===== config.mk =====
export PLATFORM = sky130hd
export DESIGN_NAME = host_port_flat
export DESIGN_NICKNAME = d
export VERILOG_FILES = /design/src/hdl/sram_pkg.sv /design/src/hdl/sram_ifs.sv /design/src/hdl/host_port.sv /design/src/flat_wrapper.sv
export VERILOG_INCLUDE_DIRS = /design/src /design/src/hdl
export SDC_FILE = /design/constraint.sdc
export NUM_CORES = 1
export LEC_CHECK = 0
export ABC_AREA = 1
export BUFFER_PORTS_ARGS = -buffer_cell sky130_fd_sc_hd__clkbuf_2
export CORE_ASPECT_RATIO = 0.7
export CORE_MARGIN = 1.5
export CORE_UTILIZATION = 37
export DETAILED_ROUTE_END_ITERATION = 7
export GPL_TIMING_DRIVEN = 0
export PLACE_DENSITY_LB_ADDON = 0.3
export SLEW_MARGIN = 20
export SYNTH_ARGS = -nofsm -noshare
export SYNTH_HDL_FRONTEND = slang
export SYNTH_SLANG_ARGS = --single-unit
export TNS_END_PERCENT = 10

===== constraint.sdc =====
create_clock -name clk -period 1.9 [get_ports clk]
set_input_delay 0.285 -clock clk [delete_from_list [all_inputs] [get_ports clk]]
set_output_delay 0.285 -clock clk [all_outputs]
set_load 0.03 [all_outputs]

===== src/hdl/sram_consts.svh =====
// ~~~~~~~~~~~~~~~~~~~~~~~~~~~~~~~~~~~~~~~~
// Shared constants for the 2K x 8 RAM
// Address and data widths, page-table base,
// host test width
// ~~~~~~~~~~~~~~~~~~~~~~~~~~~~~~~~~~~~~~~~

`ifndef SRAM_CONSTS_SVH
`define SRAM_CONSTS_SVH

// RAM geometry
`define SRAM_AW 11       // 2^11 bytes
`define SRAM_DW 8        // One byte per location

// Page table occupies the top 256 bytes
`define PT_BASE 11'h700  // Entry for page v at PT_BASE + v

// Bytes the host loads in the random setup phase
`define HOST_TEST_W 8

`endif

===== src/hdl/sram_pkg.sv =====
// ~~~~~~~~~~~~~~~~~~~~~~~~~~~~~~~~~~~~~~~~
// Types shared by RAM, arbiter and clients
// Address, byte, page number, page entry,
// client index
// ~~~~~~~~~~~~~~~~~~~~~~~~~~~~~~~~~~~~~~~~

`include "sram_consts.svh"

package sram_pkg;

  typedef logic [`SRAM_AW-1:0] sram_addr_t;  // RAM byte address
  typedef logic [`SRAM_DW-1:0] sram_data_t;  // RAM byte

  typedef logic [7:0] vpage_t;               // Virtual page number

  // Page-table entry, one byte
  typedef struct packed {
    logic       valid;  // Bit 7, entry usable
    logic [6:0] ppage;  // Physical page
  } pte_t;

  // Client index, lower value wins arbitration
  typedef enum logic {
    CLIENT_XL   = 1'b0,  // Page translator
    CLIENT_HOST = 1'b1   // Host port
  } client_e;

endpackage


===== src/hdl/sram_ifs.sv =====
// ~~~~~~~~~~~~~~~~~~~~~~~~~~~~~~~~~~~~~~~~
// Client request interface (mem_req_if)
// RAM pin interface (sram_bus_if)
// ~~~~~~~~~~~~~~~~~~~~~~~~~~~~~~~~~~~~~~~~

`timescale 1ns/1ps

// One per client, client holds req until gnt
interface mem_req_if
  import sram_pkg::*;
();

  logic       req;          // Held until granted
  logic       we;           // 1 = write, 0 = read
  sram_addr_t addr;
  sram_data_t wdata;
  logic       gnt;          // One-cycle pulse
  logic       rdata_valid;  // One cycle after a read grant
  sram_data_t rdata;

  modport client (
    output req, we, addr, wdata,
    input  gnt, rdata_valid, rdata
  );

  modport arb (
    input  req, we, addr, wdata,
    output gnt, rdata_valid, rdata
  );

endinterface



===== src/hdl/host_port.sv =====
// ~~~~~~~~~~~~~~~~~~~~~~~~~~~~~~~~~~~~~~~~
// Host port client
// External byte read and write commands
// ~~~~~~~~~~~~~~~~~~~~~~~~~~~~~~~~~~~~~~~~

`timescale 1ns/1ps

`include "sram_consts.svh"

module host_port
  import sram_pkg::*;
(
  input  logic        clk,
  input  logic        reset_n,
  input  logic        host_strobe,
  input  logic        host_we,
  input  sram_addr_t  host_addr,
  input  sram_data_t  host_wdata,
  mem_req_if.client   mem,
  output logic        host_busy,
  output logic        host_done,
  output sram_data_t  host_rdata
);

  typedef enum logic [1:0] {
    H_IDLE,   // Waiting for a strobe
    H_REQ,    // Request held until granted
    H_WDONE,  // Write stored, finish next edge
    H_RWAIT   // Waiting for read data
  } host_state_e;

  host_state_e        state_q;
  logic               cmd_we;     // Latched command
  sram_addr_t         cmd_addr;
  sram_data_t         cmd_wdata;
  logic [`SRAM_DW-1:0] rdata_q;   // Last read byte, held

  always_ff @(posedge clk) begin
    if (!reset_n) begin
      state_q   <= H_IDLE;
      host_done <= 1'b0;
    end else begin
      host_done <= 1'b0;
      case (state_q)
        H_IDLE:  if (host_strobe) state_q <= H_REQ;
        H_REQ:   if (mem.gnt) state_q <= cmd_we ? H_WDONE : H_RWAIT;
        H_WDONE: begin
          state_q   <= H_IDLE;  // One cycle after the write grant
          host_done <= 1'b1;
        end
        H_RWAIT: begin
          if (mem.rdata_valid) begin
            state_q   <= H_IDLE;
            host_done <= 1'b1;
          end
        end
        default: state_q <= H_IDLE;
      endcase
    end
  end

  // Command latch, only when idle so a busy strobe is dropped
  always_ff @(posedge clk) begin
    if (state_q == H_IDLE && host_strobe) begin
      cmd_we    <= host_we;
      cmd_addr  <= host_addr;
      cmd_wdata <= host_wdata;
    end
    if (state_q == H_RWAIT && mem.rdata_valid) begin
      rdata_q <= mem.rdata;
    end
  end

  assign host_busy  = (state_q != H_IDLE);
  assign host_rdata = rdata_q;

  assign mem.req   = (state_q == H_REQ);
  assign mem.we    = cmd_we;
  assign mem.addr  = cmd_addr;
  assign mem.wdata = cmd_wdata;

endmodule


===== src/flat_wrapper.sv =====
// flat-port wrapper written by rule: the top's interface ports become plain ports
module host_port_flat import sram_pkg::*;
  (clk, reset_n, host_strobe, host_we, host_addr, host_wdata, host_busy, host_done, host_rdata, mem_req, mem_we, mem_addr, mem_wdata, mem_gnt, mem_rdata_valid, mem_rdata);
  mem_req_if mem_i ();
  input  logic clk;
  input  logic reset_n;
  input  logic host_strobe;
  input  logic host_we;
  input  sram_addr_t host_addr;
  input  sram_data_t host_wdata;
  output logic host_busy;
  output logic host_done;
  output sram_data_t host_rdata;
  output wire logic [$bits(mem_i.req)-1:0] mem_req;
  output wire logic [$bits(mem_i.we)-1:0] mem_we;
  output wire logic [$bits(mem_i.addr)-1:0] mem_addr;
  output wire logic [$bits(mem_i.wdata)-1:0] mem_wdata;
  input wire logic [$bits(mem_i.gnt)-1:0] mem_gnt;
  input wire logic [$bits(mem_i.rdata_valid)-1:0] mem_rdata_valid;
  input wire logic [$bits(mem_i.rdata)-1:0] mem_rdata;
  assign mem_req = mem_i.req;
  assign mem_we = mem_i.we;
  assign mem_addr = mem_i.addr;
  assign mem_wdata = mem_i.wdata;
  assign mem_i.gnt = mem_gnt;
  assign mem_i.rdata_valid = mem_rdata_valid;
  assign mem_i.rdata = mem_rdata;
  host_port u_core (.clk(clk), .reset_n(reset_n), .host_strobe(host_strobe), .host_we(host_we), .host_addr(host_addr), .host_wdata(host_wdata), .mem(mem_i), .host_busy(host_busy), .host_done(host_done), .host_rdata(host_rdata));
endmodule

==> flow_summary.ini <==
[placement]
hpwl_um = 1310
numPlacedInstances = 151
routabilityCongestion = 0.640
io_buffer_count = 63
post_dp_cell_area_um2 = 1380
pre_cts_ws_ps = 146

[drt]
drt_iter0_markers = 31
vias_per_cell = 4.02
drc = 0
routed_wl_um = 1760
vias = 639
drt_first_pass_iters = 4
final_antenna_net_count = 0
wl_per_cell_um = 11.0

[flow_run]
maxCapViolCount = 0

[synth]
ys_types = 14
synth_ff_type = edfxtp_1
netlist_area_um2 = 1020
async_reset_ff_frac = 0
synthTopCellsByArea = edfxtp_1 82%, dfxtp_1 5.9%, inv_1 2.9%, nand2_2 1.2%, nor2_2 1.2%
ys_warn_count = 0
netlist.area_leader.share = 0.824
synth_common_cells = 28 x edfxtp_1, 8 x inv_1, 3 x dfxtp_1, 3 x nor2_1
synth_edf_count = 28
syn_inst = 54
ys_seq_area_frac = 0.882
yosysMostFrequentCell = edfxtp_1
synth_area_leader_cell = edfxtp_1
syn_nets = 87
ys_ff_latch = 31
avgSynthCellArea_um2 = 18.9

[min_path]
hp-class = input pin to flop
hp-start = host_addr[1]

[global_routing]
antenna_found_initial = 0
globalRouteTotalUtil = 0.122
grt_pass1_vias = 518
grt_pass1_wl_um = 2380
grt_remaining_overflow = 0
grt_max_degree = 21

[clock_network]
hold_buffers = 0
htree_levels = 2
cts_tree = done
cts_root_buf = clkbuf_8
postCtsSetupBuffers = 0
cts_buffer_depth = 2
cts-resized-gates = 0
cts_sinks = 31
clkTransAtPathRegs_ps = 60
cts-buffers-inserted = 5
clk_latency_ps = 280

[floorplan]
io_pins = 64
dieArea_um2 = 3090
die_h_um = 47.0
rows = 15
die_x_um = 65.8
coreArea_um2 = 2530
floorplan.initialDensity = 0.403

[setup_path]
worstSetupPathType = flop to flop
critPathSlowestCell = nor2_2
crit_start = u_core.state_q[1]
required_ps = 1800
crit_arrival_ps = 1640
rrSetupSlack_ps = 160
crit_path_cell_trace = nor2_1, inv_1, nor2_2
cp-end-kind = flop
cp_max_fo = 20
setup.worst_path.start_class = flop
worst_path_largest_cell_delay_ps = 740
r2r-start = u_core.state_q[1]

[final_layout]
fin_nets = 157
diodes = 0
fin_cells = 159
final_layout_size_suffix_gt1_frac = 0.624
utilization = 0.583
fin_area_um2 = 1480
area_growth_pct = 44.7

[sta]
fin_tns_setup_ps = 0
fin_skew_ps = 1.98
setup_ws_ps = 158
final_hold_viol_count = 0
rsz0062_at_grt = no
fmaxAchievable_mhz = 574
tightest_slew_ps = 969
slew_viol_final = 0
relSlewSlack = 0.353
fin_crit_ps = 1740
setup_violations = 0
finalCritPeriodShare = 0.917

[power_and_ir_drop]
ir_drop_mv = 0.503
power.density_nw_per_um2 = 1010
power.leakage_nw = 0.672

[run_status]
run_status = complete, no violations
## through the flow
step           power [mW]  hold slack (ps)
6_report             1.49              179
5_1_grt              1.56              163
4_1_cts              1.51              169
3_5_place_dp        0.989              464
3_3_place_gp        0.985              462
2_1_floorplan       0.919              384
## final timing paths
kind	endpoint	depth (start not counted)
max	u_core.mem.wdata[0]	3
min	u_core.mem.addr[1]	1
min reg2reg	u_core.host_done	1
max reg2reg	u_core.mem.wdata[0]	3
## layout by cell type (no fill, tap or decap)
cell,n
a211oi_1,1
clkinv_2,1
inv_1,8
nor2_2,3
nand2_2,2
nor2_1,2
nor3_2,1
clkbuf_8,6
nand2_1,1
dfxtp_1,3
nand3_1,1
nand3_2,1
edfxtp_1,28
clkbuf_1,1
a21oi_1,1
a31oi_1,1
clkbuf_2,63
nor2_4,1
## per-layer routing
layer / share of wire / vias up / GRT usage
met5: 0 / - / 0
met2: 0.45 / 39 / 0.166
met3: 0.12 / 2 / 0.0887
met1: 0.42 / 268 / 0.136
met4: 0.014 / 0 / 0.0875
li1: - / 330 / -
## worst max-delay path, delay by kind of cell, from the launching register on
family	cells	cell delay, ps
buf+inv	1	80
flops	1	370
simple gates	2	920
## area by class of cell
type                       instances  area [um2]
tap                               34        42.5
multi-input combinational         15        97.6
timing repair buffer              63         315
clock inverter                     1        5.00
inverter                           8        30.0
fill                             190        1060
sequential                        31         901
clock buffer                       7        86.3
## flip-flops by register name, indices dropped and copies added, names as in the netlist
name               flops
u_core.mem.addr       11
u_core.host_rdata      8
u_core.mem.wdata       8
u_core.state_q         2
u_core.host_done       1
u_core.mem.we          1
## kinds of logic (layout without fill, tap and decap cells)
family	Yosys count	after routing	share of synthesized area
simple gates	12	12	0.0698
compound gates	3	3	0.0184
buf+inv	8	79	0.0294
flops	31	31	0.882
## power breakdown
group          switching (mW)  internal, mW  total (mW)
registers              0.0124         0.786       0.798
clock network           0.229         0.292       0.520
logic                   0.121        0.0544       0.176
total                   0.362          1.13        1.49
(Power assumes the default switching activity.)
