**config.mk**
```make
export PLATFORM = sky130hd
export DESIGN_NAME = page_translator_flat
export DESIGN_NICKNAME = d
export VERILOG_FILES = /design/src/hdl/sram_pkg.sv /design/src/hdl/sram_ifs.sv /design/src/hdl/page_translator.sv /design/src/flat_wrapper.sv
export VERILOG_INCLUDE_DIRS = /design/src /design/src/hdl
export SDC_FILE = /design/constraint.sdc
export NUM_CORES = 1
export LEC_CHECK = 0
export ABC_CLOCK_PERIOD_IN_PS = 1850
export BUFFER_PORTS_ARGS = -buffer_cell sky130_fd_sc_hd__buf_4
export CAP_MARGIN = 10
export CORE_MARGIN = 1
export CORE_UTILIZATION = 38
export DETAILED_ROUTE_END_ITERATION = 8
export GPL_ROUTABILITY_DRIVEN = 0
export MAX_ROUTING_LAYER = met4
export PLACE_DENSITY = 0.76
export SYNTH_ARGS = -nofsm -noshare
export SYNTH_HDL_FRONTEND = slang
export SYNTH_SLANG_ARGS = --single-unit
```
**constraint.sdc**
```tcl
create_clock -name clk -period 1.85 [get_ports clk]
set_input_delay 0.2775 -clock clk [delete_from_list [all_inputs] [get_ports clk]]
set_output_delay 0.2775 -clock clk [all_outputs]
set_load 0.01 [all_outputs]
```
**src/hdl/sram_consts.svh**
```systemverilog
// ~~~~~~~~~~~~~~~~~~~~~~~~~~~~~~~~~~~~~~~~
// Shared constants for the 2K x 8 RAM
// Address and data widths, page-table base,
// host test width
// ~~~~~~~~~~~~~~~~~~~~~~~~~~~~~~~~~~~~~~~~

`ifndef SRAM_CONSTS_SVH
`define SRAM_CONSTS_SVH

// RAM geometry
`define SRAM_AW 11       // 2^11 bytes
`define SRAM_DW 8        // One byte per location

// Page table occupies the top 256 bytes
`define PT_BASE 11'h700  // Entry for page v at PT_BASE + v

// Bytes the host loads in the random setup phase
`define HOST_TEST_W 8

`endif
```
**src/hdl/sram_pkg.sv**
```systemverilog
// ~~~~~~~~~~~~~~~~~~~~~~~~~~~~~~~~~~~~~~~~
// Types shared by RAM, arbiter and clients
// Address, byte, page number, page entry,
// client index
// ~~~~~~~~~~~~~~~~~~~~~~~~~~~~~~~~~~~~~~~~

`include "sram_consts.svh"

package sram_pkg;

  typedef logic [`SRAM_AW-1:0] sram_addr_t;  // RAM byte address
  typedef logic [`SRAM_DW-1:0] sram_data_t;  // RAM byte

  typedef logic [7:0] vpage_t;               // Virtual page number

  // Page-table entry, one byte
  typedef struct packed {
    logic       valid;  // Bit 7, entry usable
    logic [6:0] ppage;  // Physical page
  } pte_t;

  // Client index, lower value wins arbitration
  typedef enum logic {
    CLIENT_XL   = 1'b0,  // Page translator
    CLIENT_HOST = 1'b1   // Host port
  } client_e;

endpackage

```
**src/hdl/sram_ifs.sv**
```systemverilog
// ~~~~~~~~~~~~~~~~~~~~~~~~~~~~~~~~~~~~~~~~
// Client request interface (mem_req_if)
// RAM pin interface (sram_bus_if)
// ~~~~~~~~~~~~~~~~~~~~~~~~~~~~~~~~~~~~~~~~

`timescale 1ns/1ps

// One per client, client holds req until gnt
interface mem_req_if
  import sram_pkg::*;
();

  logic       req;          // Held until granted
  logic       we;           // 1 = write, 0 = read
  sram_addr_t addr;
  sram_data_t wdata;
  logic       gnt;          // One-cycle pulse
  logic       rdata_valid;  // One cycle after a read grant
  sram_data_t rdata;

  modport client (
    output req, we, addr, wdata,
    input  gnt, rdata_valid, rdata
  );

  modport arb (
    input  req, we, addr, wdata,
    output gnt, rdata_valid, rdata
  );

endinterface


```
**src/hdl/page_translator.sv**
```systemverilog
// ~~~~~~~~~~~~~~~~~~~~~~~~~~~~~~~~~~~~~~~~
// Page translator client
// Virtual page to physical page or fault
// ~~~~~~~~~~~~~~~~~~~~~~~~~~~~~~~~~~~~~~~~

`timescale 1ns/1ps

`include "sram_consts.svh"

module page_translator
  import sram_pkg::*;
(
  input  logic             clk,
  input  logic             reset_n,
  input  logic             xlate_strobe,
  input  vpage_t           xlate_vpage,
  mem_req_if.client        mem,
  output logic             xlate_busy,
  output logic             xlate_done,
  output logic [6:0]       xlate_ppage,
  output logic             xlate_fault
);

  typedef enum logic [1:0] {
    XL_IDLE,  // Waiting for a strobe
    XL_REQ,   // Read request held until granted
    XL_WAIT   // Waiting for the entry byte
  } xl_state_e;

  xl_state_e state_q;
  vpage_t    vpage_q;  // Page under translation
  pte_t      entry;    // Returned byte as an entry

  assign entry = pte_t'(mem.rdata);

  always_ff @(posedge clk) begin
    if (!reset_n) begin
      state_q    <= XL_IDLE;
      xlate_done <= 1'b0;
    end else begin
      xlate_done <= 1'b0;  // Pulse by default
      case (state_q)
        XL_IDLE: begin
          if (xlate_strobe) begin
            state_q <= XL_REQ;
          end
        end
        XL_REQ: begin
          if (mem.gnt) begin
            state_q <= XL_WAIT;  // req drops next cycle
          end
        end
        XL_WAIT: begin
          if (mem.rdata_valid) begin
            state_q    <= XL_IDLE;
            xlate_done <= 1'b1;
          end
        end
        default: state_q <= XL_IDLE;
      endcase
    end
  end

  // Page latch and held results
  always_ff @(posedge clk) begin
    if (state_q == XL_IDLE && xlate_strobe) begin
      vpage_q <= xlate_vpage;
    end
    if (state_q == XL_WAIT && mem.rdata_valid) begin
      xlate_ppage <= entry.ppage;
      xlate_fault <= !entry.valid;  // Clear valid bit means fault
    end
  end

  assign xlate_busy = (state_q != XL_IDLE);  // Strobes ignored while high

  // Read-only client
  assign mem.req   = (state_q == XL_REQ);
  assign mem.we    = 1'b0;
  assign mem.addr  = sram_addr_t'(`PT_BASE + {3'b000, vpage_q});
  assign mem.wdata = '0;

endmodule

```
**src/flat_wrapper.sv**
```systemverilog
// flat-port wrapper written by rule: the top's interface ports become plain ports
module page_translator_flat import sram_pkg::*;
  (clk, reset_n, xlate_strobe, xlate_vpage, xlate_busy, xlate_done, xlate_ppage, xlate_fault, mem_req, mem_we, mem_addr, mem_wdata, mem_gnt, mem_rdata_valid, mem_rdata);
  mem_req_if mem_i ();
  input  logic clk;
  input  logic reset_n;
  input  logic xlate_strobe;
  input  vpage_t xlate_vpage;
  output logic xlate_busy;
  output logic xlate_done;
  output logic [6:0] xlate_ppage;
  output logic xlate_fault;
  output wire logic [$bits(mem_i.req)-1:0] mem_req;
  output wire logic [$bits(mem_i.we)-1:0] mem_we;
  output wire logic [$bits(mem_i.addr)-1:0] mem_addr;
  output wire logic [$bits(mem_i.wdata)-1:0] mem_wdata;
  input wire logic [$bits(mem_i.gnt)-1:0] mem_gnt;
  input wire logic [$bits(mem_i.rdata_valid)-1:0] mem_rdata_valid;
  input wire logic [$bits(mem_i.rdata)-1:0] mem_rdata;
  assign mem_req = mem_i.req;
  assign mem_we = mem_i.we;
  assign mem_addr = mem_i.addr;
  assign mem_wdata = mem_i.wdata;
  assign mem_i.gnt = mem_gnt;
  assign mem_i.rdata_valid = mem_rdata_valid;
  assign mem_i.rdata = mem_rdata;
  page_translator u_core (.clk(clk), .reset_n(reset_n), .xlate_strobe(xlate_strobe), .xlate_vpage(xlate_vpage), .mem(mem_i), .xlate_busy(xlate_busy), .xlate_done(xlate_done), .xlate_ppage(xlate_ppage), .xlate_fault(xlate_fault));
endmodule
```
==> flow_summary.json, run 1 <==
{
  "status": "finished, final reports clean",
  "diodes": 0,
  "critPathSlowestCell": "dfxtp_1",
  "grtUsageTotal": 0.1247,
  "cts_tree": "yes",
  "power_density_nw_per_um2": 772.4,
  "num_vias": 444,
  "antenna_found_initial": 0,
  "fin_nets": 110,
  "critPathKind": "reg2out",
  "setup_viol": 0,
  "holdCritPathClass": "in2reg",
  "grt_pass1_wl_um": 1704,
  "netlist_area_um2": 715.7,
  "synthDistinctLibCells": 15,
  "row_count": 15,
  "postCtsSetupRepairBufs": 0,
  "die_area_um2": 2061,
  "crit_required_ns": 1.57,
  "ys_top_cells_by_area": "edfxtp_1 67%, buf_4 13%, dfxtp_1 8.4%",
  "start_util": 0.4100,
  "crit_fanout": 6,
  "fill_cells": 145,
  "worst_setup_path_start_kind": "flop",
  "drt_pass1_iterations": 3,
  "hold_violations": 0,
  "clk_pin_slew_worst_paths_ns": 0.10,
  "p_leak_nw": 0.4646,
  "cap_violations": 0,
  "numCtsBuffers": 3,
  "clock_path_buffers": 2,
  "crit_start": "u_core.state_q[0]",
  "grt-ovfl-total": 0,
  "worstSetupEndpoint": "xlate_busy",
  "skew_ns": 0.005490,
  "ys_seq_elements": 19,
  "multi_input_area_um2": 115.1,
  "arrival_ns": 1.08,
  "detail_route.wirelength_um": 1209,
  "synth_area_leader_cell": "edfxtp_1",
  "slew_viol_final": 0,
  "drive_gt1_frac": 0.5000,
  "dr.first_iter.drc_count": 2,
  "cts_hold_buf": 0,
  "dieWidth_um": 45.40,
  "finalSetupTns_ns": 0,
  "dp_hpwl_um": 992.6,
  "synth_top_area_frac": 0.6713,
  "die_y_um": 45.40,
  "period_share": 0.7347,
  "rsz0062_at_grt": "false",
  "ctsResizeCount": 0,
  "period_needed_ns": 1.359,
  "io_buffers": 39,
  "cts-root-buf": "clkbuf_4",
  "end_kind": "output port",
  "max_stage_delay_ns": 0.35,
  "r2r_start": "u_core.state_q[0]",
  "path_depth": 2,
  "synthCells": 46,
  "critPathTopFamily": "flip-flops",
  "htree_levels": 1,
  "routedWlPerCell_um": 10.70,
  "regToRegEndpoint": "u_core.vpage_q[0]",
  "vdd_drop_max_mv": 0.3430,
  "cts.sinks": 19,
  "reg2reg_depth": 3,
  "drc": 0,
  "vias_per_cell": 3.929,
  "register_area_um2": 540.5,
  "ys_warn_count": 0,
  "fin_util": 0.5849,
  "grt_max_degree": 11,
  "clk_latency_ns": 0.28,
  "fmax_mhz": 735.7,
  "grt_pass1_vias": 396,
  "avgSynthCellArea_um2": 15.56,
  "synth_seq_area_share": 0.7552,
  "path_cells": "or2_2, buf_4",
  "io_pins": 52,
  "syn_to_final_growth_pct": 42.66,
  "worst-path-buf-inv": 1,
  "core_area_um2": 1745,
  "postRouteAntennaNets": 0,
  "r2r_setup_slack_ns": 0.65
}
-- worst min-delay path by stage --
| stage | start | to | slack, ns | cells after the start |
|---|---|---|---|---|
| finish | mem_rdata[3] | u_core.xlate_ppage[3] | 0.17 | 1 |
| global route | mem_rdata[3] | u_core.xlate_ppage[3] | 0.15 | 1 |
| CTS | mem_rdata[3] | u_core.xlate_ppage[3] | 0.16 | 1 |
| detailed placement | xlate_vpage[2] | u_core.vpage_q[2] | 0.46 | 1 |
| global placement | xlate_vpage[3] | u_core.vpage_q[3] | 0.46 | 1 |
| floorplan | xlate_vpage[0] | u_core.vpage_q[0] | 0.38 | 0 |
-- metal layers --
metal	global-route usage	routed length [um]	part of all wire
met5	-	0	0
met4	0.07273	14	0.012
met3	0.02778	116	0.096
met2	0.2200	631	0.52
met1	0.1237	447	0.37
-- through the flow --
| step | worst slack (ns) | cell area (um^2) | std cells | total power, mW | hold WS, ns |
|---|---|---|---|---|---|
| after global placement | 0.6975 | 994.7 | 109 | 0.6046 | 0.4566 |
| after global routing | 0.4531 | 1021 | 113 | 0.8186 | 0.1545 |
| after detailed placement | 0.6580 | 994.7 | 109 | 0.6083 | 0.4570 |
| after floorplan | 0.4558 | 753.2 | 56 | 0.5583 | 0.3764 |
| after CTS | 0.4809 | 1021 | 113 | 0.7943 | 0.1632 |
| final | 0.4907 | 1021 | 113 | 0.7886 | 0.1675 |
-- cell families after synthesis --
group           share of synthesized area
other cells                       0.01049
compound gates                   0.006986
buf+inv                            0.1364
flops                              0.7552
simple gates                      0.09093
-- cells in the mapped netlist --
| cell | n |
|---|---|
| and2_1 | 1 |
| nand2_1 | 1 |
| nor2_1 | 2 |
| and2b_1 | 1 |
| and3b_1 | 1 |
| inv_1 | 2 |
| conb_1 | 2 |
| buf_4 | 12 |
| o21ai_0 | 1 |
| dfxtp_1 | 3 |
| nand4bb_1 | 1 |
| nor3b_1 | 1 |
| or2_2 | 1 |
| edfxtp_1 | 16 |
| nand2b_1 | 1 |
-- placed cells by master, fill, tap and decap left out, drive strengths merged --
cell type and n:
nand2b 1, and2 1, and2b 1, and3b 1, conb 12, or2 1
nand2 1, nor2 2, dfxtp 3, edfxtp 16, nor3b 1, buf 40
nand4bb 1, clkbuf 4, inv 2, o21ai 1
-- worst reg2reg max path: stages (launching register included) --
cell and delay [ns]:
dfxtp_1 0.35, or2_2 0.30, nor2_1 0.09, buf_4 0.17
-- where the power goes --
part	switching, mW	internal [mW]
combinational	0.0472	0.0583
clock	0.108	0.0834
sequential	0.00692	0.485
-- registers in the layout, indices dropped and copies added, names as in the netlist --
name and cells:
u_core.xlate_ppage 7, u_core.xlate_done 1, u_core.xlate_fault 1, u_core.state_q 2, u_core.vpage_q 8
-- area by class of cell --
type                            count  area share
Multi-Input combinational cell     23      0.1127
Tap cell                           25     0.03064
Timing Repair Buffer               40      0.2941
Inverter                            2    0.007353
Clock buffer                        4     0.02574
Sequential cell                    19      0.5294
(Power assumes the default switching activity.)
==> run 2, diff against run 1 <==
--- a/config.mk
+++ b/config.mk
@@ -6,15 +6,15 @@
 export SDC_FILE = /design/constraint.sdc
 export NUM_CORES = 1
 export LEC_CHECK = 0
-export ABC_CLOCK_PERIOD_IN_PS = 1850
+export ABC_CLOCK_PERIOD_IN_PS = 1200
 export BUFFER_PORTS_ARGS = -buffer_cell sky130_fd_sc_hd__buf_4
 export CAP_MARGIN = 10
 export CORE_MARGIN = 1
-export CORE_UTILIZATION = 38
+export CORE_UTILIZATION = 35
 export DETAILED_ROUTE_END_ITERATION = 8
 export GPL_ROUTABILITY_DRIVEN = 0
 export MAX_ROUTING_LAYER = met4
-export PLACE_DENSITY = 0.76
+export PLACE_DENSITY = 0.73
 export SYNTH_ARGS = -nofsm -noshare
 export SYNTH_HDL_FRONTEND = slang
 export SYNTH_SLANG_ARGS = --single-unit
==> constraint.sdc (replaced) <==
create_clock -name clk -period 1.2 [get_ports clk]
set_input_delay 0.18 -clock clk [delete_from_list [all_inputs] [get_ports clk]]
set_output_delay 0.18 -clock clk [all_outputs]
set_load 0.01 [all_outputs]
==> run 2 against run 1 <==
  * Power is 57% higher
  * Sequential cell count unchanged
  * Clock-buffer cell count is 1 lower
  * Cell count up 0.88%
==> flow_summary.json, run 2 (synthesis results as in run 1) <==
{
  "postRouteAntennaNets": 0,
  "numCtsBuffers": 3,
  "grt_pass1_vias": 338,
  "arrival_ns": 1.02,
  "cts-root-buf": "clkbuf_4",
  "clk_latency_ns": 0.29,
  "row_count": 15,
  "r2r_start": "u_core.state_q[1]",
  "seqPwrFrac": 0.612,
  "vdd_drop_max_mv": 0.5622,
  "switchingPower_mw": 0.2666,
  "period_share": 0.9992,
  "start_util": 0.3931,
  "dr.first_iter.drc_count": 1,
  "clk_pin_slew_worst_paths_ns": 0.10,
  "holdCritPathClass": "in2reg",
  "worst_setup_path_start_kind": "flop",
  "vias_per_cell": 3.956,
  "final_cell_area_um2": 1051,
  "worstSetupEndpoint": "xlate_busy",
  "fmax_mhz": 834.0,
  "fin_nets": 111,
  "crit_start": "u_core.state_q[1]",
  "grt-ovfl-total": 0,
  "period_needed_ns": 1.199,
  "internal_power_mw": 0.9726,
  "dp_hpwl_um": 870.1,
  "crit_required_ns": 1.02,
  "clock_path_buffers": 2,
  "final_common_cell": "buf_4",
  "p_clk_frac": 0.244,
  "routedWlPerCell_um": 9.886,
  "p_leak_nw": 0.4757,
  "cts.sinks": 19,
  "io_buffers": 39,
  "r2r_setup_slack_ns": 0.08,
  "dieWidth_um": 47.22,
  "reg_top3": "u_core.vpage_q: 8 flops, u_core.xlate_ppage: 7 flops, u_core.state_q: 2 flops",
  "setup_slack_ns": 0.0009910,
  "drt_pass1_iterations": 4,
  "slew_viol_final": 0,
  "power_density_nw_per_um2": 1179,
  "regMostFlops": "u_core.vpage_q",
  "core_area_um2": 1821,
  "largest_reg_flops": 8,
  "fill_cells": 145,
  "crit_fanout": 4,
  "grtUsageTotal": 0.09453,
  "reg2reg_depth": 2,
  "critPathKind": "reg2out",
  "swShare": 0.2152,
  "layout_common_cells": "39 x buf_4, 16 x edfxtp_1, 12 x conb_1",
  "num_vias": 451,
  "hold_violations": 0,
  "setup_viol": 0,
  "grt_max_degree": 12,
  "postPlaceCellArea_um2": 994.7,
  "hold_slack_ns": 0.06042,
  "cap_violations": 0,
  "end_kind": "output port",
  "regToRegEndpoint": "u_core.vpage_q[1]",
  "diodes": 0,
  "p_comb_frac": 0.144,
  "detail_route.wirelength_um": 1127,
  "die_area_um2": 2230,
  "htree_levels": 1,
  "fin_util": 0.5773,
  "cts_tree": "yes",
  "drive_gt1_frac": 0.5618,
  "die_y_um": 47.22,
  "status": "finished, final reports clean",
  "total_power_mw": 1.239,
  "io_pins": 52,
  "syn_to_final_growth_pct": 46.85,
  "pre_cts_slack_ns": 0.006301,
  "skew_ns": 0.003495,
  "grt_pass1_wl_um": 1366,
  "rsz0062_at_grt": "true",
  "antenna_found_initial": 0,
  "drc": 0
}
run 2: layout make-up:
type,instances,area [um^2],area share
flip-flops and latches,19,543.0,0.5167
repair buffers,41,315.3,0.3000
multi-input cells,23,126.4,0.1202
well taps,25,31.28,0.02976
clock buffers,3,22.52,0.02143
inverters,2,7.507,0.007143
clock inverters,1,5.005,0.004762
run 2: repair_timing:
action                                 4_1_cts  5_1_grt
setup endpoints to repair                    9       10
pin swaps                                    1        1
hold buffers                                 0        0
resized for setup                            4        2
buffers inserted                             2        0
gates cloned                                 0        0
endpoints found under the hold margin        0        0
run 2: worst min path at each step:
stage / slack (ns) / end / cells past startpoint / startpoint
2_1_floorplan: 0.28 / u_core.vpage_q[0] / 0 / xlate_vpage[0]
3_3_place_gp: 0.36 / u_core.vpage_q[5] / 1 / xlate_vpage[5]
3_5_place_dp: 0.36 / u_core.vpage_q[0] / 1 / xlate_vpage[0]
4_1_cts: 0.06 / u_core.vpage_q[0] / 1 / xlate_vpage[0]
5_1_grt: 0.04 / u_core.vpage_q[1] / 1 / xlate_vpage[1]
6_report: 0.06 / u_core.vpage_q[0] / 1 / xlate_vpage[0]
run 2: routing by layer:
| layer | part of all wire | GRT usage | wire, um | vias to the layer above |
|---|---|---|---|---|
| met4 | 0.0089 | 0.06857 | 10 | 0 |
| met5 | 0 | - | 0 | - |
| li1 | - | - | - | 218 |
| met2 | 0.50 | 0.1534 | 565 | 36 |
| met3 | 0.10 | 0.02308 | 115 | 2 |
| met1 | 0.39 | 0.09852 | 435 | 195 |
run 2: critical path: stages, from the launching register on:
cell and delay [ns]:
dfxtp_2 0.35, or2_4 0.26, buf_6 0.12
run 2: per-stage QoR:
step | instances | setup TNS (ns)
4_1_cts | 114 | -0.003966
2_1_floorplan | 56 | 0
6_report | 114 | 0
5_1_grt | 114 | -0.03650
3_3_place_gp | 108 | 0
3_5_place_dp | 108 | 0
run 2: power groups by stage:
stage | clock network, mW | logic (mW) | registers (mW)
2_1_floorplan | 0 | 0.0802 | 0.785
3_3_place_gp | 0 | 0.161 | 0.773
3_5_place_dp | 0 | 0.163 | 0.774
4_1_cts | 0.311 | 0.177 | 0.758
5_1_grt | 0.340 | 0.192 | 0.761
6_report | 0.302 | 0.178 | 0.758
