`src/hdl/sram_consts.svh`:
```
// ~~~~~~~~~~~~~~~~~~~~~~~~~~~~~~~~~~~~~~~~
// Shared constants for the 2K x 8 RAM
// Address and data widths, page-table base,
// host test width
// ~~~~~~~~~~~~~~~~~~~~~~~~~~~~~~~~~~~~~~~~

`ifndef SRAM_CONSTS_SVH
`define SRAM_CONSTS_SVH

// RAM geometry
`define SRAM_AW 11       // 2^11 bytes
`define SRAM_DW 8        // One byte per location

// Page table occupies the top 256 bytes
`define PT_BASE 11'h700  // Entry for page v at PT_BASE + v

// Bytes the host loads in the random setup phase
`define HOST_TEST_W 8

`endif
```
`src/hdl/sram_pkg.sv`:
```
// ~~~~~~~~~~~~~~~~~~~~~~~~~~~~~~~~~~~~~~~~
// Types shared by RAM, arbiter and clients
// Address, byte, page number, page entry,
// client index
// ~~~~~~~~~~~~~~~~~~~~~~~~~~~~~~~~~~~~~~~~

`include "sram_consts.svh"

package sram_pkg;

  typedef logic [`SRAM_AW-1:0] sram_addr_t;  // RAM byte address
  typedef logic [`SRAM_DW-1:0] sram_data_t;  // RAM byte

  typedef logic [7:0] vpage_t;               // Virtual page number

  // Page-table entry, one byte
  typedef struct packed {
    logic       valid;  // Bit 7, entry usable
    logic [6:0] ppage;  // Physical page
  } pte_t;

  // Client index, lower value wins arbitration
  typedef enum logic {
    CLIENT_XL   = 1'b0,  // Page translator
    CLIENT_HOST = 1'b1   // Host port
  } client_e;

endpackage

```
`src/hdl/sram_ifs.sv`:
```
// ~~~~~~~~~~~~~~~~~~~~~~~~~~~~~~~~~~~~~~~~
// Client request interface (mem_req_if)
// RAM pin interface (sram_bus_if)
// ~~~~~~~~~~~~~~~~~~~~~~~~~~~~~~~~~~~~~~~~

`timescale 1ns/1ps

// One per client, client holds req until gnt
interface mem_req_if
  import sram_pkg::*;
();

  logic       req;          // Held until granted
  logic       we;           // 1 = write, 0 = read
  sram_addr_t addr;
  sram_data_t wdata;
  logic       gnt;          // One-cycle pulse
  logic       rdata_valid;  // One cycle after a read grant
  sram_data_t rdata;

  modport client (
    output req, we, addr, wdata,
    input  gnt, rdata_valid, rdata
  );

  modport arb (
    input  req, we, addr, wdata,
    output gnt, rdata_valid, rdata
  );

endinterface

// Active-low chip controls as on the discrete part
interface sram_bus_if
  import sram_pkg::*;
();

  logic       cs_n;   // Chip select
  logic       oe_n;   // Output enable
  logic       w_n;    // Write enable
  sram_addr_t addr;
  sram_data_t wdata;
  sram_data_t rdata;  // Zero when not driving

  modport master (
    output cs_n, oe_n, w_n, addr, wdata,
    input  rdata
  );

  modport ram (
    input  cs_n, oe_n, w_n, addr, wdata,
    output rdata
  );

endinterface

```
`src/hdl/sram_arbiter.sv`:
```
// ~~~~~~~~~~~~~~~~~~~~~~~~~~~~~~~~~~~~~~~~
// Fixed-priority RAM arbiter
// Translator over host, read data return
// ~~~~~~~~~~~~~~~~~~~~~~~~~~~~~~~~~~~~~~~~

`timescale 1ns/1ps

`include "sram_consts.svh"

module sram_arbiter
  import sram_pkg::*;
(
  input logic         clk,
  input logic         reset_n,
  mem_req_if.arb      xl,
  mem_req_if.arb      host,
  sram_bus_if.master  bus
);

  logic    gnt_xl;
  logic    gnt_host;
  logic    any_gnt;
  logic    sel_we;       // Direction of the granted access
  logic    rd_pend_q;    // Read data phase in this cycle
  client_e rd_client_q;  // Who owns the pending read

  // No new grant while the RAM presents read data
  assign gnt_xl   = xl.req && !rd_pend_q;
  assign gnt_host = host.req && !xl.req && !rd_pend_q;  // Translator wins ties
  assign any_gnt  = gnt_xl || gnt_host;

  assign xl.gnt   = gnt_xl;
  assign host.gnt = gnt_host;

  assign sel_we = gnt_host ? host.we : xl.we;

  // RAM pins carry the granted access in the grant cycle
  assign bus.addr  = gnt_host ? host.addr : xl.addr;
  assign bus.wdata = gnt_host ? host.wdata : xl.wdata;
  assign bus.cs_n  = !(any_gnt || rd_pend_q);
  assign bus.w_n   = !(any_gnt && sel_we);
  assign bus.oe_n  = !((any_gnt && !sel_we) || rd_pend_q);  // Held a 2nd cycle for reads

  // Remember an outstanding read and its owner
  always_ff @(posedge clk) begin
    if (!reset_n) begin
      rd_pend_q   <= 1'b0;
      rd_client_q <= CLIENT_XL;
    end else begin
      rd_pend_q   <= any_gnt && !sel_we;
      rd_client_q <= gnt_host ? CLIENT_HOST : CLIENT_XL;
    end
  end

  // Steer returned byte to its owner only
  assign xl.rdata_valid   = rd_pend_q && (rd_client_q == CLIENT_XL);
  assign host.rdata_valid = rd_pend_q && (rd_client_q == CLIENT_HOST);

  assign xl.rdata   = xl.rdata_valid ? bus.rdata : {`SRAM_DW{1'b0}};
  assign host.rdata = host.rdata_valid ? bus.rdata : {`SRAM_DW{1'b0}};

endmodule

```
`src/flat_wrapper.sv`:
```
// flat-port wrapper written by rule: the top's interface ports become plain ports
module sram_arbiter_flat import sram_pkg::*;
  (clk, reset_n, xl_req, xl_we, xl_addr, xl_wdata, xl_gnt, xl_rdata_valid, xl_rdata, host_req, host_we, host_addr, host_wdata, host_gnt, host_rdata_valid, host_rdata, bus_cs_n, bus_oe_n, bus_w_n, bus_addr, bus_wdata, bus_rdata);
  mem_req_if xl_i ();
  mem_req_if host_i ();
  sram_bus_if bus_i ();
  input logic clk;
  input logic reset_n;
  input wire logic [$bits(xl_i.req)-1:0] xl_req;
  input wire logic [$bits(xl_i.we)-1:0] xl_we;
  input wire logic [$bits(xl_i.addr)-1:0] xl_addr;
  input wire logic [$bits(xl_i.wdata)-1:0] xl_wdata;
  output wire logic [$bits(xl_i.gnt)-1:0] xl_gnt;
  output wire logic [$bits(xl_i.rdata_valid)-1:0] xl_rdata_valid;
  output wire logic [$bits(xl_i.rdata)-1:0] xl_rdata;
  input wire logic [$bits(host_i.req)-1:0] host_req;
  input wire logic [$bits(host_i.we)-1:0] host_we;
  input wire logic [$bits(host_i.addr)-1:0] host_addr;
  input wire logic [$bits(host_i.wdata)-1:0] host_wdata;
  output wire logic [$bits(host_i.gnt)-1:0] host_gnt;
  output wire logic [$bits(host_i.rdata_valid)-1:0] host_rdata_valid;
  output wire logic [$bits(host_i.rdata)-1:0] host_rdata;
  output wire logic [$bits(bus_i.cs_n)-1:0] bus_cs_n;
  output wire logic [$bits(bus_i.oe_n)-1:0] bus_oe_n;
  output wire logic [$bits(bus_i.w_n)-1:0] bus_w_n;
  output wire logic [$bits(bus_i.addr)-1:0] bus_addr;
  output wire logic [$bits(bus_i.wdata)-1:0] bus_wdata;
  input wire logic [$bits(bus_i.rdata)-1:0] bus_rdata;
  assign xl_i.req = xl_req;
  assign xl_i.we = xl_we;
  assign xl_i.addr = xl_addr;
  assign xl_i.wdata = xl_wdata;
  assign xl_gnt = xl_i.gnt;
  assign xl_rdata_valid = xl_i.rdata_valid;
  assign xl_rdata = xl_i.rdata;
  assign host_i.req = host_req;
  assign host_i.we = host_we;
  assign host_i.addr = host_addr;
  assign host_i.wdata = host_wdata;
  assign host_gnt = host_i.gnt;
  assign host_rdata_valid = host_i.rdata_valid;
  assign host_rdata = host_i.rdata;
  assign bus_cs_n = bus_i.cs_n;
  assign bus_oe_n = bus_i.oe_n;
  assign bus_w_n = bus_i.w_n;
  assign bus_addr = bus_i.addr;
  assign bus_wdata = bus_i.wdata;
  assign bus_i.rdata = bus_rdata;
  sram_arbiter u_core (.clk(clk), .reset_n(reset_n), .xl(xl_i), .host(host_i), .bus(bus_i));
endmodule
```
`config.mk`:
```
export PLATFORM = sky130hd
export DESIGN_NAME = sram_arbiter_flat
export DESIGN_NICKNAME = d
export VERILOG_FILES = /design/src/hdl/sram_pkg.sv /design/src/hdl/sram_ifs.sv /design/src/hdl/sram_arbiter.sv /design/src/flat_wrapper.sv
export VERILOG_INCLUDE_DIRS = /design/src /design/src/hdl
export SDC_FILE = /design/constraint.sdc
export NUM_CORES = 1
export LEC_CHECK = 0
export ABC_AREA = 1
export BUFFER_PORTS_ARGS = -buffer_cell sky130_fd_sc_hd__buf_2
export CAP_MARGIN = 20
export CORE_MARGIN = 10
export CORE_UTILIZATION = 27
export CTS_BUF_LIST = sky130_fd_sc_hd__clkbuf_4
export CTS_CLUSTER_DIAMETER = 150
export DETAILED_ROUTE_END_ITERATION = 16
export PLACE_DENSITY = 0.95
export SLEW_MARGIN = 20
export SYNTH_ARGS = -nofsm -noshare
export SYNTH_HDL_FRONTEND = slang
export SYNTH_SLANG_ARGS = --single-unit
```
`constraint.sdc`:
```
create_clock -name clk -period 2 [get_ports clk]
set_input_delay 0.1 -clock clk [delete_from_list [all_inputs] [get_ports clk]]
set_output_delay 0.1 -clock clk [all_outputs]
set_load 0.05 [all_outputs]
```
==> flow_summary.toml, run 1 <==
[clocking]
clk_pin_slew_worst_paths_ns = 0.03
post_cts_buffers = 0
cts_buffers = 3
clock_latency_ns = 0.23
cts.path.max_buffers = 2
cts_tree = "yes"
h-tree-depth = 1
cts-root-buf = "clkbuf_4"
postCtsHoldBufs = 0
post_cts_resized = 0
cts.sinks = 2

[place]
placed_cells = 215
dp_hpwl_um = 2360
port-buffer-count = 93
gp_congestion = 0.776

[cells_and_area]
syn2layout_area_growth_pct = 105
nets = 256
insertedDiodeCount = 0
n_fill_cell = 169
stdcell_count = 218
regArea_um2 = 40.0
multiInputGateArea_um2 = 344
utilization_pct = 60.6
layout-drive-gt1-share_pct = 50.5

[detailed_routing]
num_vias = 916
vias_per_cell = 4.20
wirelength_um = 2630
dr.first_iter.drc_count = 33
ant_nets = 0
drcViolationCount = 0
detail_route.wl_per_cell_um = 12.1
drt_first_pass_iters = 3

[floorplan]
die_h_um = 61.5
die_w_um = 61.5
rows = 14
die_area_um2 = 3780
ios = 94
core_area_um2 = 1580
start_util_pct = 29.5

[worst_setup_path]
critPathKind = "flop to output pin"
startpoint_type = "flop"
r2r_slack_ns = 1.02
end_kind = "output pin"
path_common_cell = "nand2_1"
crit_required_ns = 1.90
rr_endpoint = "u_core.rd_pend_q$_SDFF_PN0_"
cpLargestDelayFamily = "buffers and inverters"
r2r-start = "u_core.rd_pend_q$_SDFF_PN0_"
critPathMaxFanout = 20
critical_path.slowest_cell = "dfxtp_1"
path_buf_inv = 2
r2r_cells = 5
worst_ep_arrival_time_ns = 1.52
path_cells = "nor2_2 -> nand2_2 -> inv_2 -> nand2_1 -> nand2_1 -> buf_2"
critPathMaxStageDelay_ns = 0.34

[logic_synthesis]
synth_largest_area_cell = "nand2_1"
ys_seq_area_share_pct = 8.60
ys_types = 11
synth_area_um2 = 465
synthTopCellsByArea = "nand2_1 50%, nor2_1 16%, inv_1 10%"
synth_top_area_share_pct = 50.0
netlist_instances = 109
avgSynthCellArea_um2 = 4.27
yosys_register_bits = 2
syn-num-nets = 161
yosysWarnings = 0

[power]
cellPowerDensity_nw_per_um2 = 533
p_sw_share_pct = 59.6
p_sw_uw = 304
cell_internal_pwr_uw = 206
power.leakage_uw = 0.000746
comb_power_share_pct = 73.7
peakVddDrop_mv = 0.393
pwr-share-seq_pct = 8.8
p_clk_share_pct = 17.5

[run]
cap_violations = 0

[sta]
fin_crit_sh_pct = 81.0
setup_tns_ns = 0
fin_crit_ns = 1.62
setup_viol = 0
slew_headroom_pct = 80.1
clock_skew_ns = 0.00728
finalHoldViolCount = 0
maxSlewViolCount = 0
fmax_ghz = 0.617
tightest_slew_ns = 0.298
rsz0062_at_grt = "false"

[global_routing]
grt_max_degree = 21
antenna_found_initial = 0
grtUsageTotal_pct = 12.5
grt_pass1_wl_um = 3730
grt_pass1_vias = 900
grt_overflow = 0

[outcome]
status = "finished, final reports clean"

[worst_hold_path]
min_to = "u_core.rd_pend_q$_SDFF_PN0_"
worstHoldPathType = "input pin to flop"
worstHoldStart = "reset_n"
hold_depth = 3
==> final cells by class <==
cell class | count | share of cell area (%)
Tap cell | 16 | 2.09
Multi-Input combinational cell | 88 | 36.0
Timing Repair Buffer | 94 | 49.5
Clock buffer | 3 | 2.36
Inverter | 15 | 5.89
Sequential cell | 2 | 4.19
==> power groups by stage <==
stage	clock network, uW	logic [uW]	registers (uW)
6_report	89.0	376	45.0
5_1_grt	100	405	45.6
4_1_cts	92.7	380	45.2
3_5_place_dp	0	380	45.6
3_3_place_gp	0	378	45.3
2_1_floorplan	0	269	45.1
==> worst max path at each step <==
stage	from	endpoint	cells after the start
4_1_cts	u_core.rd_pend_q$_SDFF_PN0_	bus_addr[6]	6
2_1_floorplan	u_core.rd_pend_q$_SDFF_PN0_	xl_rdata[0]	4
3_3_place_gp	u_core.rd_pend_q$_SDFF_PN0_	bus_wdata[6]	6
6_report	u_core.rd_pend_q$_SDFF_PN0_	bus_wdata[5]	6
5_1_grt	u_core.rd_pend_q$_SDFF_PN0_	bus_addr[2]	6
3_5_place_dp	u_core.rd_pend_q$_SDFF_PN0_	bus_wdata[5]	6
==> cells in the mapped netlist <==
cell type / number
nand3_1: 2
nand2_1: 62
inv_2: 2
dfxtp_1: 2
buf_4: 2
buf_2: 2
nand2_2: 1
nor2_1: 20
nor2_2: 2
o21a_1: 1
inv_1: 13
==> tightest hold or removal path: cells and delay by family <==
family	cells	cell delay [ns]
buf+inv	2	0.12
simple gates	1	0.09
==> stage by stage <==
stage | cell area (um2) | worst slack [ns] | power [uW] | hold WS [ns]
floorplan | 465 | 0.158 | 314 | 0.235
global placement | 933 | 0.628 | 423 | 0.331
detailed placement | 933 | 0.606 | 425 | 0.343
CTS | 956 | 0.360 | 518 | 0.108
global route | 956 | 0.182 | 551 | 0.132
finish | 956 | 0.379 | 510 | 0.117
==> flip-flops by register name (all words and copies together) (netlist names) <==
| signal | cells |
|---|---|
| u_core.rd_pend_q | 1 |
| u_core.rd_client_q | 1 |
==> cells in the final DEF (no fill, tap or decap), drive strengths merged <==
cell    count
dfxtp       2
clkbuf      3
buf        94
nor2       22
nand3       2
o21a        1
inv        15
nand2      63
==> routing by layer <==
layer	up-vias	GRT usage, %	share of wire (%)
li1	499	-	-
met1	363	12.4	37
met2	54	20.1	46
met3	0	8.85	18
met4	0	4.78	0
met5	-	0	0
==> cell families (layout without fill, tap and decap cells) <==
logic type,Yosys count,after routing,synth area share [%]
simple gates,87,87,72.3
flops,2,2,8.60
buf+inv,19,112,17.5
compound gates,1,1,1.61
Note: power is estimated with default switching activity, not from simulation.
==> run 2: changes to the inputs <==
--- a/config.mk
+++ b/config.mk
@@ -10,11 +10,11 @@
 export BUFFER_PORTS_ARGS = -buffer_cell sky130_fd_sc_hd__buf_2
 export CAP_MARGIN = 20
 export CORE_MARGIN = 10
-export CORE_UTILIZATION = 27
+export CORE_UTILIZATION = 25
 export CTS_BUF_LIST = sky130_fd_sc_hd__clkbuf_4
 export CTS_CLUSTER_DIAMETER = 150
 export DETAILED_ROUTE_END_ITERATION = 16
-export PLACE_DENSITY = 0.95
+export PLACE_DENSITY = 0.9
 export SLEW_MARGIN = 20
 export SYNTH_ARGS = -nofsm -noshare
 export SYNTH_HDL_FRONTEND = slang
==> constraint.sdc (replaced) <==
create_clock -name clk -period 1.5 [get_ports clk]
set_input_delay 0.075 -clock clk [delete_from_list [all_inputs] [get_ports clk]]
set_output_delay 0.075 -clock clk [all_outputs]
set_load 0.05 [all_outputs]
==> run 2 against run 1 <==
  * Clock power is 28% higher
  * Non-clock buffer count is 1 higher
  * Via count is 3.4% higher
  * Cell area is 17% higher
  * Flip-flop and latch count stayed put
  * Die area is 5.4% higher
  * Wire length is 4.0% higher
  * Worst hold slack worse by 0.029 ns
  * Critical path depth stayed put
  * Final cell count is 4.6% higher
==> flow_summary.toml, run 2 (synthesis gave the netlist of run 1 again) <==
[clocking]
postCtsHoldBufs = 0
cts.sinks = 2
cts.path.max_buffers = 2
cts_buffers = 3
clk_pin_slew_worst_paths_ns = 0.03
cts_tree = "yes"
post_cts_buffers = 0
clock_latency_ns = 0.22
post_cts_resized = 1
cts-root-buf = "clkbuf_4"
h-tree-depth = 1

[global_routing]
grt_pass1_vias = 981
grt_overflow = 0
grt_max_degree = 21
grtUsageTotal_pct = 12.5
grt_pass1_wl_um = 4110
antenna_found_initial = 0

[cells_and_area]
top_regs = "u_core.rd_client_q: 1 flops, u_core.rd_pend_q: 1 flops"
final_common_cell = "buf_2"
insertedDiodeCount = 0
nets = 257
syn2layout_area_growth_pct = 140
stdcell_count = 228
utilization_pct = 64.1
final_cell_mix = "65 x buf_2, 62 x nand2_1, 31 x clkbuf_4"
layout-drive-gt1-share_pct = 55.2

[worst_setup_path]
path_cells = "nor2_2 -> nand2_2 -> buf_4 -> nand2_1 -> nand2_1 -> clkbuf_4"
r2r-start = "u_core.rd_pend_q$_SDFF_PN0_"
cp-startpoint = "u_core.rd_pend_q$_SDFF_PN0_"
crit_required_ns = 1.42
r2r_cells = 5
startpoint_type = "flop"
crit_end = "bus_wdata[4]"
critPathMaxStageDelay_ns = 0.33
worst_ep_arrival_time_ns = 1.31
path_common_cell = "nand2_1"
critical_path.slowest_cell = "dfxtp_2"
rr_endpoint = "u_core.rd_pend_q$_SDFF_PN0_"
r2r_slack_ns = 0.58
critPathKind = "flop to output pin"
critPathMaxFanout = 11
end_kind = "output pin"

[power]
cellPowerDensity_nw_per_um2 = 656
peakVddDrop_mv = 0.315
power.leakage_uw = 0.000760
power_uw = 733

[place]
dp_hpwl_um = 2460
gp_congestion = 0.722
port-buffer-count = 93
placed_cells = 225

[sta]
rsz0062_at_grt = "false"
clock_skew_ns = 0.000809
fin_crit_ns = 1.38
maxSlewViolCount = 0
tightest_slew_ns = 0.284
fin_crit_sh_pct = 92.2
setup_tns_ns = 0
setup_viol = 0
fmax_ghz = 0.723
finalHoldViolCount = 0
slew_headroom_pct = 81.0
whs_ns = 0.0874

[detailed_routing]
drcViolationCount = 0
ant_nets = 0
detail_route.wl_per_cell_um = 12.0
wirelength_um = 2730
dr.first_iter.drc_count = 22
vias_per_cell = 4.15
drt_first_pass_iters = 4
num_vias = 947

[floorplan]
rows = 15
die_h_um = 63.2
die_area_um2 = 3990
die_w_um = 63.2
start_util_pct = 26.7
core_area_um2 = 1750
ios = 94

[worst_hold_path]
worstHoldPathType = "input pin to flop"

[run]
cap_violations = 0

[outcome]
status = "finished, final reports clean"
[run 2: layout make-up]
cell class / count / area, um2
fillers: 194 / 627
repair buffers: 95 / 551
multi-input cells: 88 / 409
inverters: 15 / 63.8
flip-flops and latches: 2 / 41.3
well taps: 25 / 31.3
clock buffers: 3 / 22.5
[run 2: stage by stage]
| stage | setup slack [ns] | area (um2) |
|---|---|---|
| CTS | 0.0236 | 1040 |
| floorplan | 0.119 | 531 |
| detailed placement | 0.201 | 1020 |
| global route | 0.0259 | 1120 |
| global placement | 0.218 | 1020 |
| finish | 0.118 | 1120 |
[run 2: metal layers]
metal / GRT usage (%) / vias to the layer above / wire (um)
met5: 0 / - / 0
met3: 7.95 / 2 / 378
met1: 11.0 / 392 / 895
met2: 21.8 / 52 / 1430
met4: 5.87 / 0 / 27
li1: - / 501 / -
[run 2: worst max-delay path: cells and delay by family, from the launching register on]
kind / cells / cell delay, ns
DFF: 1 / 0.33
buffers and inverters: 2 / 0.39
and+or+nand+nor: 4 / 0.35
[run 2: how the worst min path moves through the flow]
stage	start	end	slack [ns]	cells after the start
floorplan	reset_n	u_core.rd_client_q$_SDFF_PN0_	0.21	2
global route	reset_n	u_core.rd_client_q$_SDFF_PN0_	0.12	3
detailed placement	reset_n	u_core.rd_client_q$_SDFF_PN0_	0.31	3
CTS	reset_n	u_core.rd_client_q$_SDFF_PN0_	0.09	3
finish	reset_n	u_core.rd_client_q$_SDFF_PN0_	0.09	3
global placement	reset_n	u_core.rd_client_q$_SDFF_PN0_	0.31	3
[run 2: power breakdown]
group          leakage, uW  switching, uW  total (uW)  internal [uW]
Sequential       0.0000168           3.81        61.1           57.3
Combinational     0.000730            392         558            166
Clock            0.0000138           26.6         114           87.9
==> run 3: changes to the inputs <==
--- a/config.mk
+++ b/config.mk
@@ -10,11 +10,11 @@
 export BUFFER_PORTS_ARGS = -buffer_cell sky130_fd_sc_hd__buf_2
 export CAP_MARGIN = 20
 export CORE_MARGIN = 10
-export CORE_UTILIZATION = 25
+export CORE_UTILIZATION = 23
 export CTS_BUF_LIST = sky130_fd_sc_hd__clkbuf_4
 export CTS_CLUSTER_DIAMETER = 150
 export DETAILED_ROUTE_END_ITERATION = 16
-export PLACE_DENSITY = 0.9
+export PLACE_DENSITY = 0.88
 export SLEW_MARGIN = 20
 export SYNTH_ARGS = -nofsm -noshare
 export SYNTH_HDL_FRONTEND = slang
==> constraint.sdc (replaced) <==
create_clock -name clk -period 1.2 [get_ports clk]
set_input_delay 0.06 -clock clk [delete_from_list [all_inputs] [get_ports clk]]
set_output_delay 0.06 -clock clk [all_outputs]
set_load 0.05 [all_outputs]
==> run 3 against run 2 <==
  * The run now ends with setup timing left
  * Register-to-register slack got worse by 0.43 ns
  * Sequential power increased by 28%
  * Die area increased by 5.9%
  * Count of clock-buffer cells in the layout unchanged
  * Non-clock buffer count increased by 7
  * Final cell count increased by 4.4%
  * Combinational power increased by 79%
  * Largest power group unchanged
  * Flip-flop and latch count unchanged
  * Power increased by 68%
  * Clock skew increased by 0.0055 ns
  * Via count increased by 13%
==> flow_summary.toml, run 3 (synthesis gave the netlist of run 1 again) <==
[worst_setup_path]
critical_path.slowest_cell = "dfxtp_2"
critPathMaxFanout = 8
crit_required_ns = 1.14
critPathMaxStageDelay_ns = 0.33
end_kind = "output pin"
path_cells = "nor2_4 -> nand2_4 -> buf_16 -> nand2_2 -> nand2_2 -> buf_8"
cpLargestDelayFamily = "simple AND/OR/NAND/NOR gates"
worst_ep_arrival_time_ns = 1.27
path_common_cell = "nand2_2"
critPathKind = "flop to output pin"
startpoint_type = "flop"
path_buf_inv = 2

[clocking]
h-tree-depth = 1
clk_pin_slew_worst_paths_ns = 0.03
cts.sinks = 2
postCtsHoldBufs = 0
cts.path.max_buffers = 2
cts_buffers = 3
cts-root-buf = "clkbuf_4"
cts_tree = "yes"
clock_latency_ns = 0.24

[sta]
clock_skew_ns = 0.00635
tightest_slew_ns = 0.196
maxSlewViolCount = 0
fin_crit_sh_pct = 111
slew_headroom_pct = 86.9
finalHoldViolCount = 0
fin_crit_ns = 1.33
setup_tns_ns = -3.55
rsz0062_at_grt = "true"
fmax_ghz = 0.751
fin_ws_ns = -0.132
setup_viol = 39

[floorplan]
die_h_um = 65.0
ios = 94
die_w_um = 65.0
core_area_um2 = 1940
die_area_um2 = 4220
rows = 16
start_util_pct = 24.0

[outcome]
status = "finished, violations left"
violations = "setup timing"

[power]
peakVddDrop_mv = 0.551
power.leakage_uw = 0.000922
power_uw = 1230
cellPowerDensity_nw_per_um2 = 728

[global_routing]
grtUsageTotal_pct = 15.8
grt_overflow = 0
grt_max_degree = 11
grt_pass1_wl_um = 5310
grt_pass1_vias = 1134
antenna_found_initial = 0

[detailed_routing]
wirelength_um = 3880
detail_route.wl_per_cell_um = 16.3
vias_per_cell = 4.50
drt_first_pass_iters = 4
drcViolationCount = 0
ant_nets = 0
num_vias = 1072
dr.first_iter.drc_count = 28

[worst_hold_path]
worstHoldPathType = "input pin to flop"

[cells_and_area]
insertedDiodeCount = 0
syn2layout_area_growth_pct = 264
final_cell_mix = "51 x buf_2, 27 x nand2_1, 25 x nand2_2, 25 x buf_6, 19 x buf_8"
final_common_cell = "buf_2"
utilization_pct = 87.2
nets = 265
layout-drive-gt1-share_pct = 80.1
top_regs = "u_core.rd_client_q: 1 flops, u_core.rd_pend_q: 1 flops"

[place]
gp_congestion = 0.770
dp_worst_setup_slack_ns = -0.0520
dp_hpwl_um = 2410
port-buffer-count = 93

[run]
cap_violations = 0
-- run 3: worst paths after layout --
check	startpoint	end	slack [ns]	cells after the start
max	u_core.rd_pend_q$_SDFF_PN0_	bus_wdata[5]	-0.13	6
min	reset_n	u_core.rd_client_q$_SDFF_PN0_	0.06	3
max reg2reg	u_core.rd_pend_q$_SDFF_PN0_	u_core.rd_client_q$_SDFF_PN0_	0.15	5
min reg2reg	u_core.rd_pend_q$_SDFF_PN0_	u_core.rd_pend_q$_SDFF_PN0_	0.70	4
-- run 3: where the power goes --
group,switching [uW],internal (uW),leakage [uW],total [uW]
Clock,47.5,111,0.0000138,159
Combinational,603,394,0.000891,997
Sequential,6.48,71.8,0.0000172,78.3
-- run 3: layout make-up --
cell class	count	area (um2)
Inverter	15	68.8
Timing Repair inverter	1	8.76
Multi-Input combinational cell	88	611
Timing Repair Buffer	102	907
Fill cell	111	248
Sequential cell	2	42.5
Clock buffer	3	22.5
Tap cell	27	33.8
-- run 3: repair_timing --
action | 4_1_cts | 5_1_grt
cloned | 2 | 0
resized for setup | 93 | 74
pin swaps | 8 | 5
setup buffers | 4 | 1
endpoints found under the setup margin | 41 | 41
-- run 3: per-stage QoR --
step           cell area (um2)  hold WS [ns]  cells
3_3_place_gp              1060         0.293    228
6_report                  1690        0.0608    238
2_1_floorplan              559         0.187    109
3_5_place_dp              1060         0.293    228
5_1_grt                   1690        0.0779    238
4_1_cts                   1420        0.0579    237
-- run 3: layer usage --
metal / GRT usage, % / up-vias / part of all wire (%)
met5: 0 / - / 0
met4: 6.42 / 0 / 2.6
met3: 10.7 / 8 / 12
met2: 28.1 / 64 / 53
met1: 13.6 / 481 / 32
li1: - / 519 / -
-- run 3: worst reg2reg max path, cell delays in order, from the launching register on --
cell and delay [ns]:
dfxtp_2 0.33, nor2_4 0.11, nand2_4 0.14, buf_16 0.19, buf_4 0.13, nor2_1 0.08
